**src/include/image_mean_config.svh**
```systemverilog
`ifndef IMAGE_MEAN_CONFIG_SVH
`define IMAGE_MEAN_CONFIG_SVH

// Pixel sample width on the stream.
`define PIXEL_WIDTH 8

// Row and column position counters.
`define ROW_WIDTH 12
`define COL_WIDTH 12

// One phase sees a quarter of the frame, so two position bits drop out.
`define ACCUM_WIDTH (`ROW_WIDTH + `COL_WIDTH + `PIXEL_WIDTH - 2)
`define COUNT_WIDTH (`ROW_WIDTH + `COL_WIDTH - 2)

// Register terminal data path.
`define DATA_WIDTH 32

// Terminal address that selects this block.
`define TERM_IMAGE_MEAN 16'h0021

// Stream data type code.
`define DTYPE_WIDTH 4

`endif

```
**src/design/stream_pkg.sv**
```systemverilog
`include "image_mean_config.svh"

package stream_pkg;

   // Bit of the data type code that marks a pixel word.
   localparam int unsigned pixel_bit = 3;

   typedef enum logic [`DTYPE_WIDTH-1:0] {
      frame_start = 4'b0001,
      row_end     = 4'b0010,
      pixel_even  = 4'b1000,
      pixel_odd   = 4'b1001
   } dtype_e;

   // Row parity first, then column parity.
   typedef enum logic [1:0] {
      phase_00 = 2'b00,
      phase_01 = 2'b01,
      phase_10 = 2'b10,
      phase_11 = 2'b11
   } bayer_phase_e;

   typedef struct packed {
      logic                    valid;
      logic                    clear;
      logic                    accumulate;
      bayer_phase_e            phase;
      logic [`PIXEL_WIDTH-1:0] pixel;
      logic                    window_done;
   } pix_event_t;

   function automatic logic is_pixel(dtype_e dtype);
      return dtype[pixel_bit];
   endfunction

endpackage

```
**src/design/regs_pkg.sv**
```systemverilog
`include "image_mean_config.svh"

package regs_pkg;

   typedef enum logic [31:0] {
      addr_row_start = 32'h0,
      addr_row_end   = 32'h1,
      addr_col_start = 32'h2,
      addr_col_end   = 32'h3,
      addr_accum00   = 32'h4,
      addr_accum01   = 32'h5,
      addr_accum10   = 32'h6,
      addr_accum11   = 32'h7,
      addr_count     = 32'h8,
      addr_status    = 32'h9
   } reg_addr_e;

   // Start is inclusive and end is exclusive on both axes.
   typedef struct packed {
      logic [`ROW_WIDTH-1:0] row_start;
      logic [`ROW_WIDTH-1:0] row_end;
      logic [`COL_WIDTH-1:0] col_start;
      logic [`COL_WIDTH-1:0] col_end;
   } window_t;

   typedef struct packed {
      logic [`ACCUM_WIDTH-1:0] accum00;
      logic [`ACCUM_WIDTH-1:0] accum01;
      logic [`ACCUM_WIDTH-1:0] accum10;
      logic [`ACCUM_WIDTH-1:0] accum11;
      logic [`COUNT_WIDTH-1:0] count;
   } mean_result_t;

endpackage

```
**src/design/mean_reg_terminal.sv**
```systemverilog
`timescale 1ns/1ps

`include "image_mean_config.svh"

module mean_reg_terminal
   import regs_pkg::*;
(
   input  logic                   pixclk,
   input  logic                   resetb,
   input  logic [15:0]            term_addr,
   input  reg_addr_e              reg_addr,
   input  logic                   read,
   input  logic                   write,
   input  logic [`DATA_WIDTH-1:0] reg_datai,
   input  mean_result_t           result,
   input  logic                   busy,
   output logic                   en,
   output logic [`DATA_WIDTH-1:0] reg_datao,
   output window_t                window
);

   localparam int unsigned accum_pad = `DATA_WIDTH - `ACCUM_WIDTH;
   localparam int unsigned count_pad = `DATA_WIDTH - `COUNT_WIDTH;
   localparam int unsigned row_pad   = `DATA_WIDTH - `ROW_WIDTH;
   localparam int unsigned col_pad   = `DATA_WIDTH - `COL_WIDTH;

   assign en = (term_addr == `TERM_IMAGE_MEAN);

   // Window registers take the low bits of the write data.
   always_ff @(posedge pixclk or negedge resetb) begin
      if (!resetb) begin
         window <= '0;
      end else if (en && write) begin
         case (reg_addr)
            addr_row_start: window.row_start <= reg_datai[`ROW_WIDTH-1:0];
            addr_row_end:   window.row_end   <= reg_datai[`ROW_WIDTH-1:0];
            addr_col_start: window.col_start <= reg_datai[`COL_WIDTH-1:0];
            addr_col_end:   window.col_end   <= reg_datai[`COL_WIDTH-1:0];
            default: ;
         endcase
      end
   end

   // Reads are always ready and have no side effect.
   // The data path follows the address whenever the terminal is selected.
   always_comb begin
      reg_datao = '0;
      if (en) begin
         case (reg_addr)
            addr_row_start: reg_datao = {{row_pad{1'b0}}, window.row_start};
            addr_row_end:   reg_datao = {{row_pad{1'b0}}, window.row_end};
            addr_col_start: reg_datao = {{col_pad{1'b0}}, window.col_start};
            addr_col_end:   reg_datao = {{col_pad{1'b0}}, window.col_end};
            addr_accum00:   reg_datao = {{accum_pad{1'b0}}, result.accum00};
            addr_accum01:   reg_datao = {{accum_pad{1'b0}}, result.accum01};
            addr_accum10:   reg_datao = {{accum_pad{1'b0}}, result.accum10};
            addr_accum11:   reg_datao = {{accum_pad{1'b0}}, result.accum11};
            addr_count:     reg_datao = {{count_pad{1'b0}}, result.count};
            addr_status:    reg_datao = {{(`DATA_WIDTH-1){1'b0}}, busy};
            default:        reg_datao = '0;
         endcase
      end
   end

endmodule

```
**src/design/stream_decode.sv**
```systemverilog
`timescale 1ns/1ps

`include "image_mean_config.svh"

module stream_decode
   import stream_pkg::*;
   import regs_pkg::*;
(
   input  logic                    pixclk,
   input  logic                    resetb,
   input  logic                    dvi,
   input  dtype_e                  dtypei,
   input  logic [`PIXEL_WIDTH-1:0] datai,
   input  window_t                 window,
   output pix_event_t              pix_event
);

   logic [`ROW_WIDTH-1:0]   row;
   logic [`ROW_WIDTH-1:0]   next_row;
   logic [`COL_WIDTH-1:0]   col;
   logic                    pixel_word;
   logic                    in_window;
   logic                    ev_valid;
   logic                    ev_clear;
   logic                    ev_accumulate;
   logic                    ev_window_done;
   bayer_phase_e            ev_phase;
   logic [`PIXEL_WIDTH-1:0] ev_pixel;

   assign next_row   = row + 1'b1;
   assign pixel_word = is_pixel(dtypei);

   assign in_window = (row >= window.row_start) && (row < window.row_end) &&
                      (col >= window.col_start) && (col < window.col_end);

   // Position of the word being presented on the stream.
   always_ff @(posedge pixclk or negedge resetb) begin
      if (!resetb) begin
         row <= '0;
         col <= '0;
      end else if (dvi) begin
         if (dtypei == frame_start) begin
            row <= '0;
            col <= '0;
         end else if (dtypei == row_end) begin
            row <= next_row;
            col <= '0;
         end else if (pixel_word) begin
            col <= col + 1'b1;
         end
      end
   end

   always_ff @(posedge pixclk or negedge resetb) begin
      if (!resetb) begin
         ev_valid       <= 1'b0;
         ev_clear       <= 1'b0;
         ev_accumulate  <= 1'b0;
         ev_window_done <= 1'b0;
      end else begin
         ev_valid       <= dvi;
         ev_clear       <= dvi && (dtypei == frame_start);
         ev_accumulate  <= dvi && pixel_word && in_window;
         // The window closes when the row that just ended was its last one.
         ev_window_done <= dvi && (dtypei == row_end) && (next_row == window.row_end);
      end
   end

   always_ff @(posedge pixclk) begin
      if (dvi) begin
         ev_phase <= bayer_phase_e'({row[0], col[0]});
         ev_pixel <= datai;
      end
   end

   assign pix_event = '{valid:       ev_valid,
                        clear:       ev_clear,
                        accumulate:  ev_accumulate,
                        phase:       ev_phase,
                        pixel:       ev_pixel,
                        window_done: ev_window_done};

endmodule

```
**src/design/bayer_accumulate.sv**
```systemverilog
`timescale 1ns/1ps

`include "image_mean_config.svh"

module bayer_accumulate
   import stream_pkg::*;
   import regs_pkg::*;
(
   input  logic         pixclk,
   input  logic         resetb,
   input  pix_event_t   pix_event,
   output mean_result_t sums
);

   logic [`ACCUM_WIDTH-1:0] pixel_ext;

   assign pixel_ext = {{(`ACCUM_WIDTH-`PIXEL_WIDTH){1'b0}}, pix_event.pixel};

   // Running per-phase sums for the frame in progress.
   always_ff @(posedge pixclk or negedge resetb) begin
      if (!resetb) begin
         sums <= '0;
      end else if (pix_event.valid) begin
         if (pix_event.clear) begin
            sums <= '0;
         end else if (pix_event.accumulate) begin
            case (pix_event.phase)
               phase_00: begin
                  sums.accum00 <= sums.accum00 + pixel_ext;
                  sums.count   <= sums.count + 1'b1;
               end
               phase_01: begin
                  sums.accum01 <= sums.accum01 + pixel_ext;
               end
               phase_10: begin
                  sums.accum10 <= sums.accum10 + pixel_ext;
               end
               phase_11: begin
                  sums.accum11 <= sums.accum11 + pixel_ext;
               end
               default: ;
            endcase
         end
      end
   end

endmodule

```
**src/design/mean_result.sv**
```systemverilog
`timescale 1ns/1ps

`include "image_mean_config.svh"

module mean_result
   import stream_pkg::*;
   import regs_pkg::*;
(
   input  logic         pixclk,
   input  logic         resetb,
   input  pix_event_t   pix_event,
   input  mean_result_t sums,
   output mean_result_t result,
   output logic         done,
   output logic         busy
);

   typedef enum logic {
      idle,
      accumulating
   } state_e;

   state_e state;

   assign busy = (state == accumulating);

   // A new frame start wins over a completing window.
   always_ff @(posedge pixclk or negedge resetb) begin
      if (!resetb) begin
         state <= idle;
      end else if (pix_event.valid && pix_event.clear) begin
         state <= accumulating;
      end else if (done) begin
         state <= idle;
      end
   end

   // The last in-window pixel reaches the sums before its row end is seen here.
   always_ff @(posedge pixclk or negedge resetb) begin
      if (!resetb) begin
         done   <= 1'b0;
         result <= '0;
      end else begin
         done <= pix_event.valid && pix_event.window_done;
         if (pix_event.valid && pix_event.window_done) begin
            result <= sums;
         end
      end
   end

endmodule

```
**src/design/image_mean.sv**
```systemverilog
`timescale 1ns/1ps

`include "image_mean_config.svh"

module image_mean
   import stream_pkg::*;
   import regs_pkg::*;
(
   input  logic                    pixclk,
   input  logic                    resetb,

   input  logic                    dvi,
   input  dtype_e                  dtypei,
   input  logic [`PIXEL_WIDTH-1:0] datai,

   input  logic [15:0]             term_addr,
   input  reg_addr_e               reg_addr,
   input  logic                    read,
   input  logic                    write,
   input  logic [`DATA_WIDTH-1:0]  reg_datai,
   output logic [`DATA_WIDTH-1:0]  reg_datao,
   output logic                    en,

   output logic                    done,
   output logic                    busy,
   output mean_result_t            result
);

   window_t      window;
   pix_event_t   pix_event;
   mean_result_t sums;

   mean_reg_terminal u_terminal (
      .pixclk    (pixclk),
      .resetb    (resetb),
      .term_addr (term_addr),
      .reg_addr  (reg_addr),
      .read      (read),
      .write     (write),
      .reg_datai (reg_datai),
      .result    (result),
      .busy      (busy),
      .en        (en),
      .reg_datao (reg_datao),
      .window    (window)
   );

   stream_decode u_decode (
      .pixclk    (pixclk),
      .resetb    (resetb),
      .dvi       (dvi),
      .dtypei    (dtypei),
      .datai     (datai),
      .window    (window),
      .pix_event (pix_event)
   );

   bayer_accumulate u_accumulate (
      .pixclk    (pixclk),
      .resetb    (resetb),
      .pix_event (pix_event),
      .sums      (sums)
   );

   mean_result u_result (
      .pixclk    (pixclk),
      .resetb    (resetb),
      .pix_event (pix_event),
      .sums      (sums),
      .result    (result),
      .done      (done),
      .busy      (busy)
   );

endmodule

```
**config.mk**
```make
export PLATFORM = sky130hd
export DESIGN_NAME = image_mean
export DESIGN_NICKNAME = d
export VERILOG_FILES = /design/src/design/stream_pkg.sv /design/src/design/regs_pkg.sv /design/src/design/mean_reg_terminal.sv /design/src/design/stream_decode.sv /design/src/design/bayer_accumulate.sv /design/src/design/mean_result.sv /design/src/design/image_mean.sv
export VERILOG_INCLUDE_DIRS = /design/src /design/src/include
export SDC_FILE = /design/constraint.sdc
export NUM_CORES = 1
export LEC_CHECK = 0
export ABC_AREA = 1
export BUFFER_PORTS_ARGS = -buffer_cell sky130_fd_sc_hd__buf_2
export CORE_MARGIN = 3
export CORE_UTILIZATION = 55
export CTS_BUF_LIST = sky130_fd_sc_hd__clkbuf_16
export CTS_CLUSTER_DIAMETER = 50
export DETAILED_ROUTE_END_ITERATION = 12
export PLACE_DENSITY = 0.76
export SLEW_MARGIN = 0
export SYNTH_ARGS = -nofsm -noshare
export SYNTH_HDL_FRONTEND = slang
export SYNTH_SLANG_ARGS = --single-unit
```
**constraint.sdc**
```tcl
create_clock -name pixclk -period 2.6 [get_ports pixclk]
set_input_delay 0.52 -clock pixclk [delete_from_list [all_inputs] [get_ports pixclk]]
set_output_delay 0.52 -clock pixclk [all_outputs]
set_load 0.02 [all_outputs]
```
== Yosys cells after proc, flatten, opt, wreduce, memory -nomap -nowiden ==
Cells that the tools add are included.

* Add/sub/neg operators: 7
* $lt $le $gt $ge: 4
* Equal/unequal tests: 16
* Multiplexer cells: 16
* Reductions and logical operators: 31

{| class="wikitable"
|+ Operator list
! kind !! number
|-
| $pmux W30 S10 || 1
|-
| $mux W142 || 2
|-
| $eq A32 B3 Y1 const B || 4
|-
| $add A30 B8 Y30 || 4
|-
| $mux W30 || 4
|-
| $eq A32 B2 Y1 const B || 2
|-
| $eq A32 B4 Y1 const B || 2
|-
| $mux W12 || 5
|-
| $eq A32 B1 Y1 const B || 1
|-
| $logic_not A32 Y1 || 1
|-
| $mux W32 || 1
|-
| $add A12 B1 Y12 const B || 2
|-
| $ge A12 B12 Y1 || 2
|-
| $lt A12 B12 Y1 || 2
|-
| $add A22 B1 Y22 const B || 1
|-
| $mux W22 || 1
|-
| $eq A16 B6 Y1 const B || 1
|-
| $reduce_bool A2 Y1 || 7
|-
| $eq A12 B12 Y1 || 1
|-
| $reduce_and A2 Y1 || 6
|-
| $reduce_and A3 Y1 || 4
|-
| $logic_and A1 B1 Y1 || 11
|-
| $eq A2 B2 Y1 const B || 2
|-
| $eq A4 B1 Y1 const B || 1
|-
| 5 further kinds || 6
|}

* Bits in registers: 372
* Input port bits: 97
* Logic and storage cells: 98

== Depth between registers and ports, before layout ==
Gate-level depths: netlist (run 1).

* Depth in word-level cells: 5
* Gate-level depth with buffers: 13
* Depth with buffers taken out: 13

== By module ==
Synthesis (run 1) repeated with hierarchy kept, for this count alone.

* Cell total of the unflattened synthesis: 3231
* Area, all modules: 22751.8 sq um

{| class="wikitable"
|+ Modules (own cells, without submodules)
! module !! times used !! cells each !! area an instance (sq um) !! seq. area each (sq um)
|-
| bayer_accumulate || 1 || 1470 || 9723.1 || 3553.4
|-
| mean_result || 1 || 622 || 5693.0 || 3603.5
|-
| mean_reg_terminal || 1 || 692 || 4147.7 || 1201.2
|-
| stream_decode || 1 || 447 || 3188.1 || 1001.0
|}

== Worst setup path after synthesis (run 1) ==
OpenSTA, ideal clock, no wires.

* Path type: input to output
* From: input port reg_addr[7]
* To: output port reg_datao[20]
* Data arrival time: 1.961 ns
* Path slack: 0.119 ns
* Stages on the path: 9
* Path through: nor2_1 nand2_2 nor3_4 nor3b_4 buf_6 nand2_1 nand3_1 nor2_1 nor2_1

* Word-level cells in the longest chain between the ends: 3
* Elaborated cells between the ends (all ways): 12
* Those cells by class: 9 x eq/ne; 2 x mux; 1 x reduce/logical

{| class="wikitable"
|+ Ends and longest elaborated chain
! item !! line !! source
|-
| start: declaration || image_mean.sv:17 || <nowiki>input reg_addr_e reg_addr,</nowiki>
|-
| $eq A32 B4 Y1 (tied with other cells) || mean_reg_terminal.sv:49 || <nowiki>case (reg_addr)</nowiki>
|-
| $pmux W30 S10 (*) || mean_reg_terminal.sv:49 ||
|-
| $mux W32 (*) || mean_reg_terminal.sv:48 || <nowiki>if (en) begin</nowiki>
|-
| end: declaration || image_mean.sv:21 || <nowiki>output logic [`DATA_WIDTH-1:0] reg_datao,</nowiki>
|}

Every way passes the cells marked *; elsewhere a longest branch is shown, timed or not.

== Worst setup path in the final report (run 1) ==
* From: input port reg_addr[18]
* To: output port reg_datao[8]

Same word-level chain as after synthesis.

==> results of run 1 <==
power breakdown:
| group | switching, mW | internal [mW] |
|---|---|---|
| clock | 2.74 | 4.05 |
| sequential | 0.328 | 6.10 |
| combinational | 1.62 | 1.08 |
flip-flops by register name, indices dropped and copies added (netlist names), 2 cells and up:
name,flops
u_result.result,142
u_decode.ev_phase,2
u_accumulate.sums,142
u_decode.ev_pixel,8
u_decode.col,12
u_terminal.window,48
u_decode.row,12
kinds of logic (layout without fill, tap and decap cells):
family	after synthesis	in the layout
xor gates and xnor gates	37	37
adders and majority gates	86	86
and+or+nand+nor	1434	1435
buffers and inverters	442	817
other	1	2
AOI/OAI and AO/OA	454	454
DFF	372	372
synthesized netlist by cell type (5+ instances only):
cell type and instances:
buf_4 8, inv_1 342, a21boi_0 6, buf_1 5, nor2_2 6, o21ai_0 258
nor2_1 279, o21ai_2 6, clkbuf_1 57, nor3_1 67, nand3_1 207, o22ai_1 30
nand2_2 5, nand3b_1 6, nor4_1 10, nor3b_1 5, edfxtp_1 10, buf_2 21
nand4_1 57, a21oi_1 99, o211ai_1 10, xor2_1 25, ha_1 82, dfrtp_1 362
o21a_1 5, nand2_1 775, o21bai_1 6, xnor2_1 11, o21ai_1 20
layer usage:
metal / part of all wire (%) / routed length, um / vias to the layer above
met1: 39 / 29900 / 10093
met2: 46 / 35300 / 1207
met5: 0 / 0 / -
li1: - / - / 9892
met4: 5.0 / 3860 / 0
met3: 10 / 7760 / 234
worst max path at each step:
stage | cells after the start | end | slack (ns)
final | 15 | reg_datao[8] | -0.26
after global routing | 14 | reg_datao[4] | -0.34
after CTS | 15 | reg_datao[2] | -0.17
after detailed placement | 15 | reg_datao[2] | -0.38
after global placement | 15 | reg_datao[2] | -0.36
after floorplan | 9 | reg_datao[20] | 0.12
worst register-to-register path, delay by kind of cell (launching register included):
kind | cells | cell delay, ns
AO/OA/AOI/OAI | 2 | 0.41
adder cells (fa/ha/maj) | 2 | 0.59
buffers and inverters | 3 | 0.41
flip-flops | 1 | 0.47
AND/OR/NAND/NOR | 6 | 0.46
what timing repair did:
item / 4_1_cts / 5_1_grt
endpoints found under the setup margin: 31 / 57
setup buffers: 6 / 19
resized for setup: 106 / 218
gates cloned: 3 / 13
pin swaps: 26 / 74
hold buffers: 1 / 0
hold endpoints to repair: 63 / 0
area by class of cell:
| class | count | area [um2] | area share (%) |
|---|---|---|---|
| Sequential cell | 372 | 9360 | 35.0 |
| Clock buffer | 49 | 1230 | 4.59 |
| Timing Repair Buffer | 381 | 3030 | 11.3 |
| Inverter | 347 | 1310 | 4.89 |
| Clock inverter | 40 | 385 | 1.44 |
| Tap cell | 511 | 639 | 2.39 |
| Multi-Input combinational cell | 2014 | 10800 | 40.4 |
metrics by stage:
stage / area, um2 / setup slack [ns]
after floorplan: 21100 / 0.119
after CTS: 25500 / -0.172
after global placement: 23500 / -0.360
after global routing: 26700 / -0.340
after detailed placement: 23500 / -0.377
final: 26700 / -0.256
==> metrics.md, run 1 <==
| Metric | Value |
|---|---|
| Status | finished with violations |
| Failing checks | setup timing |
| Hold_ws | approximately 0.094 ns |
| Clock Path Buffers | 3 |
| Worst-Skew Late Latency | roughly 0.60 ns |
| Final nets | 3,347 |
| CP startpoint kind | input pin |
| Placed cells | approximately 3,600 |
| Pin count of the biggest net entering global routing | roughly 150 |
| Commonest cells after routing, fill and taps aside | 714 x nand2_1, 362 x dfrtp_1, 345 x inv_1, 250 x o21ai_0, 214 x nor2_1 |
| Post-Synth Simple-Gate Area | 28.9% |
| Met1 usage | a little under half |
| Hold Path Depth | 1 |
| Vias | around 21,000 |
| Final Cycle Share | 110% |
| Total track usage | between 30% and 40% |
| CORE AREA | ~38,000 um2 |
| Reg-to-reg startpoint | u_decode.ev_pixel[0]$_DFFE_PP_ |
| Post-synth EDFFs | 10 |
| Setup CP Type | input pin to output pin |
| Sink Count | ~370 |
| DRT Pass-1 Iters | 6 |
| Leakage | 13.3 nW |
| Initial antenna violation count | 0 |
| GR Util met2 | 57.5% |
| Fin crit period | between 2 and 3 ns |
| Wire length per cell | 20.7 um |
| Post-synthesis cell count | 2,826 |
| Worst hold path type | input pin to flip-flop |
| Met3 usage | between 6 and 7% |
| Synthesis warning total | 0 |
| I/O pin total | approximately 270 |
| Port buffer count | 250 |
| Final core utilization | 70.8% |
| Initial drt markers | 2,294 |
| N_diodes | 0 |
| Actual slew at the worst max-slew pin | roughly 0.86 ns |
| CTS buffer count | 48 |
| Initial Util | between 50% and 60% |
| Area leader, netlist | dfrtp_1 |
| Vias in the first global route | 20,039 |
| Die area | 40,700 um2 |
| CTS tree | built |
| Ratio of cells with drive above 1 in the final layout | about a fifth |
| CP Data Required Time | roughly 2.1 ns |
| Root Driver | clkbuf_16 |
| Endpoints failing hold | 0 |
| Critical Path AT | ~2.3 ns |
| Die Span Y | between 200 and 250 um |
| Synth Register Bits | between 300 and 400 |
| Clock Skew | between 0.02 and 0.025 ns |
| Slowest CP cell | nor2_4 |
| CP endpoint kind | output pin |
| Non-Filler Instances | about 3,700 |
| Post-synthesis share of cell area spent on full adders, half adders and majority gates | about 5.2% |
| WP buf/inv | 4 |
| Post-Syn Area per Cell | 7.46 um2 |
| Routed wire length | around 77,000 um |
| Worst setup startpoint | reg_addr[18] |
| # Max-Cap Violations | 0 |
| Top_reg_cell synth | dfrtp_1 |
| Drt drc | 0 |
| Post-DP HPWL | about 55,000 um |
| Grt peak-use layer | met2 |
| Hold Startpoint | datai[1] |
| XOR/XNOR Fraction of Synth Area | around 1.6% |
| Max H-tree Level | 2 |
| Worst VDD drop | 0.000554 V |
| Synth unique cells | approximately 50 |
| CP peak stage delay | about 0.23 ns |
| Worst-path clk slew | ~0.06 ns |
| Filler Cells Inserted | between 3,000 and 4,000 |
| Site Rows | ~70 |
| Worst path most repeated cell | nor2_4 |
| Layout overhead on the synthesized area | 26.8% |
| First-pass GRT wire length | around 110,000 um |
| Width of the die | slightly above 200 um |
| CP Cell Sequence | buf_6 -> nor2_4 -> nand2_2 -> nor2_4 -> nand2_4 -> nor2_4 -> buf_12 -> clkbuf_16 -> nand3_2 -> nand2_1 -> nor2_2 -> nand2_2 -> nor2_4 -> nor2_2 -> buf_6 |
| Setup_tns | -6.27 ns |
| CP top delay family | simple AND/OR/NAND/NOR gates |
| Unrepaired setup endpoints after global routing | yes |
| Crit-path max FO | 8 |
| Worst R2R Path Depth | 13 |
| Routed Antenna Nets | 0 |
| Max_slew headroom | 43.0% |
| Multiplexer share of the synthesized area | 0% |
| Power Total | between 15 and 20 mW |
| Setup ws final | -0.256 ns |
| Post-synthesis cell area | ~21,000 um2 |
| Reg2Reg Capture Point | u_accumulate.sums[140]$_DFFE_PN0P_ |
| Commonest non-fill, non-tap cell in the layout | nand2_1 |
| R2R Setup Slk | 0.14 ns |
| Global route total overflow | 0 |
| Yosys top cell area share | a little over two fifths |
| FFs w/ async S/R, synth | about 97% |
| Setup Viol. Count Final | 30 |
| Synth top area cells | dfrtp_1 43%, nand2_1 14%, o21ai_0 6.1% |
| Synth Area in Compound Gates | about 12% |
| Vias per cell | just under 6 |
| Fmax | roughly 350 MHz |
| Hold EP | u_decode.ev_pixel[1]$_DFFE_PP_ |
| Post-synthesis sequential area ratio | between 40 and 50% |
| Slew Limit Fails | 0 |
| Largest family of logic cells by synthesized area | simple AND/OR/NAND/NOR gates |
| Power Dens Cells | 596 nW/um2 |
| GPL Wtd Cong | 1.04 |
(Power assumes the default switching activity.)
==> run 2: changes to the inputs <==
CORE_ASPECT_RATIO = 0.75   (was unset)
==> metrics.md, run 2 (synthesis gave the netlist of run 1 again) <==
| Metric | Value |
|---|---|
| Reg-to-reg startpoint | u_decode.ev_pixel[7]$_DFFE_PP_ |
| CP Data Required Time | approximately 2.1 ns |
| CORE AREA | 37,400 um2 |
| Power Total | ~15 mW |
| Worst VDD drop | 0.000525 V |
| Pin count of the biggest net entering global routing | 97 |
| Clock Path Buffers | 3 |
| I/O pin total | 274 |
| Final nets | ~3,300 |
| Site Rows | between 60 and 70 |
| Vias in the first global route | a little under 20,000 |
| Failing checks | setup timing |
| Filler Cells Inserted | about 3,200 |
| CP endpoint kind | output pin |
| Placed cells | around 3,600 |
| Status | finished with violations |
| Die area | roughly 41,000 um2 |
| CTS tree | built |
| Commonest cells after routing, fill and taps aside | 720 x nand2_1, 362 x dfrtp_1, 348 x inv_1, 249 x o21ai_0, 242 x nor2_1 |
| Die Span Y | about 180 um |
| Critical Path AT | 2.25 ns |
| N_diodes | 0 |
| Worst-Skew Late Latency | approximately 0.55 ns |
| Worst setup startpoint | reg_addr[15] |
| Width of the die | approximately 230 um |
| Crit-path max FO | 7 |
| Top flop regs | u_accumulate.sums: 142 flops, u_result.result: 142 flops, u_terminal.window: 48 flops |
| Global route total overflow | 0 |
| Port buffer count | 250 |
| Drt drc | 0 |
| CP startpoint kind | input pin |
| Worst-path clk slew | around 0.060 ns |
| Layout overhead on the synthesized area | 22.9% |
| Actual slew at the worst max-slew pin | between 0.8 and 0.9 ns |
| Power Dens Cells | roughly 580 nW/um2 |
| Vias | 21,185 |
| Fin crit period | 2.77 ns |
| Ratio of cells with drive above 1 in the final layout | between 10% and 20% |
| DRT Pass-1 Iters | 6 |
| Max H-tree Level | 2 |
| Max_slew headroom | a little under half |
| Fmax | about 360 MHz |
| Unrepaired setup endpoints after global routing | yes |
| Post-DP HPWL | about 54,000 um |
| Clock Skew | approximately 0.014 ns |
| Total track usage | 34.8% |
| Vias per cell | 5.78 |
| Initial drt markers | ~2,700 |
| # Max-Cap Violations | 0 |
| Setup CP Type | input pin to output pin |
| Initial Util | between 50 and 60% |
| Root Driver | clkbuf_16 |
| Endpoints failing hold | 0 |
| Final core utilization | between 60% and 70% |
| Routed Antenna Nets | 0 |
| Final Cycle Share | 106% |
| First-pass GRT wire length | around 110,000 um |
| Hold_ws | about 0.14 ns |
| Wire length per cell | around 20 um |
| CTS buffer count | 42 |
| R2R Setup Slk | approximately 0.18 ns |
| Routed wire length | 73,700 um |
| Worst hold path type | input pin to flip-flop |
| Slew Limit Fails | 0 |
| Sink Count | 372 |
| Setup Viol. Count Final | 30 |
| Initial antenna violation count | 2 |
| Leakage | around 13 nW |
| Setup ws final | -0.166 ns |
| Hold Startpoint | datai[5] |
| GPL Wtd Cong | slightly below 1 |
| Non-Filler Instances | roughly 3,700 |
| Commonest non-fill, non-tap cell in the layout | nand2_1 |
==> run 2: area by class of cell <==
class / instances / area, um2 / area share [%]
clock buffer: 43 / 1080 / 4.15
clock inverter: 32 / 253 / 0.975
inverter: 347 / 1300 / 5.03
multi-input combinational: 2014 / 10600 / 40.7
sequential: 372 / 9360 / 36.1
tap: 504 / 631 / 2.43
timing repair buffer: 355 / 2730 / 10.6
==> run 2: worst max-delay path: stages <==
cell and delay (ns):
buf_6 0.10, nor2_4 0.10, nand2_2 0.07, nor2_4 0.15
inv_2 0.08, buf_12 0.15, nor3b_4 0.20, buf_12 0.16
clkbuf_16 0.18, nand2_1 0.06, nand3_1 0.07, nor2_1 0.06
nor2_1 0.14, buf_4 0.17
==> run 2: report_power, final <==
group	internal (mW)	switching (mW)
Combinational	1.04	1.60
Sequential	6.10	0.324
Clock	3.32	2.53
==> run 2: per-layer routing <==
layer / GRT usage, % / wire length, um / vias to the layer above
li1: - / - / 9826
met1: 52.0 / 30800 / 10037
met2: 49.7 / 31100 / 1173
met3: 10.0 / 9350 / 147
met4: 9.16 / 2360 / 2
met5: 0 / 10 / -
==> run 2: final timing paths <==
check,to,depth (start not counted)
min in group asynchronous,u_accumulate.sums[6]$_DFFE_PN0P_,2
max in group asynchronous,u_accumulate.sums[103]$_DFFE_PN0P_,3
min,u_decode.ev_pixel[5]$_DFFE_PP_,1
max,reg_datao[15],14
max reg2reg,u_accumulate.sums[36]$_DFFE_PN0P_,7
min reg2reg,u_terminal.window[23]$_DFFE_PN0P_,2
==> run 2: per-stage QoR <==
step / setup TNS, ns / setup slack [ns] / cell area [um2]
2_1_floorplan: 0 / 0.119 / 21100
6_report: -3.12 / -0.166 / 25900
5_1_grt: -5.45 / -0.264 / 25900
4_1_cts: -1.06 / -0.0752 / 25000
3_5_place_dp: -4.75 / -0.203 / 23400
3_3_place_gp: -4.67 / -0.197 / 23400
==> run 2: repair_timing <==
action,in CTS,in global routing
setup buffers,3,16
setup endpoints to repair,30,46
hold buffers,1,0
pin swaps,5,49
gates resized for setup,92,141
hold endpoints to repair,48,0
gates cloned,2,8
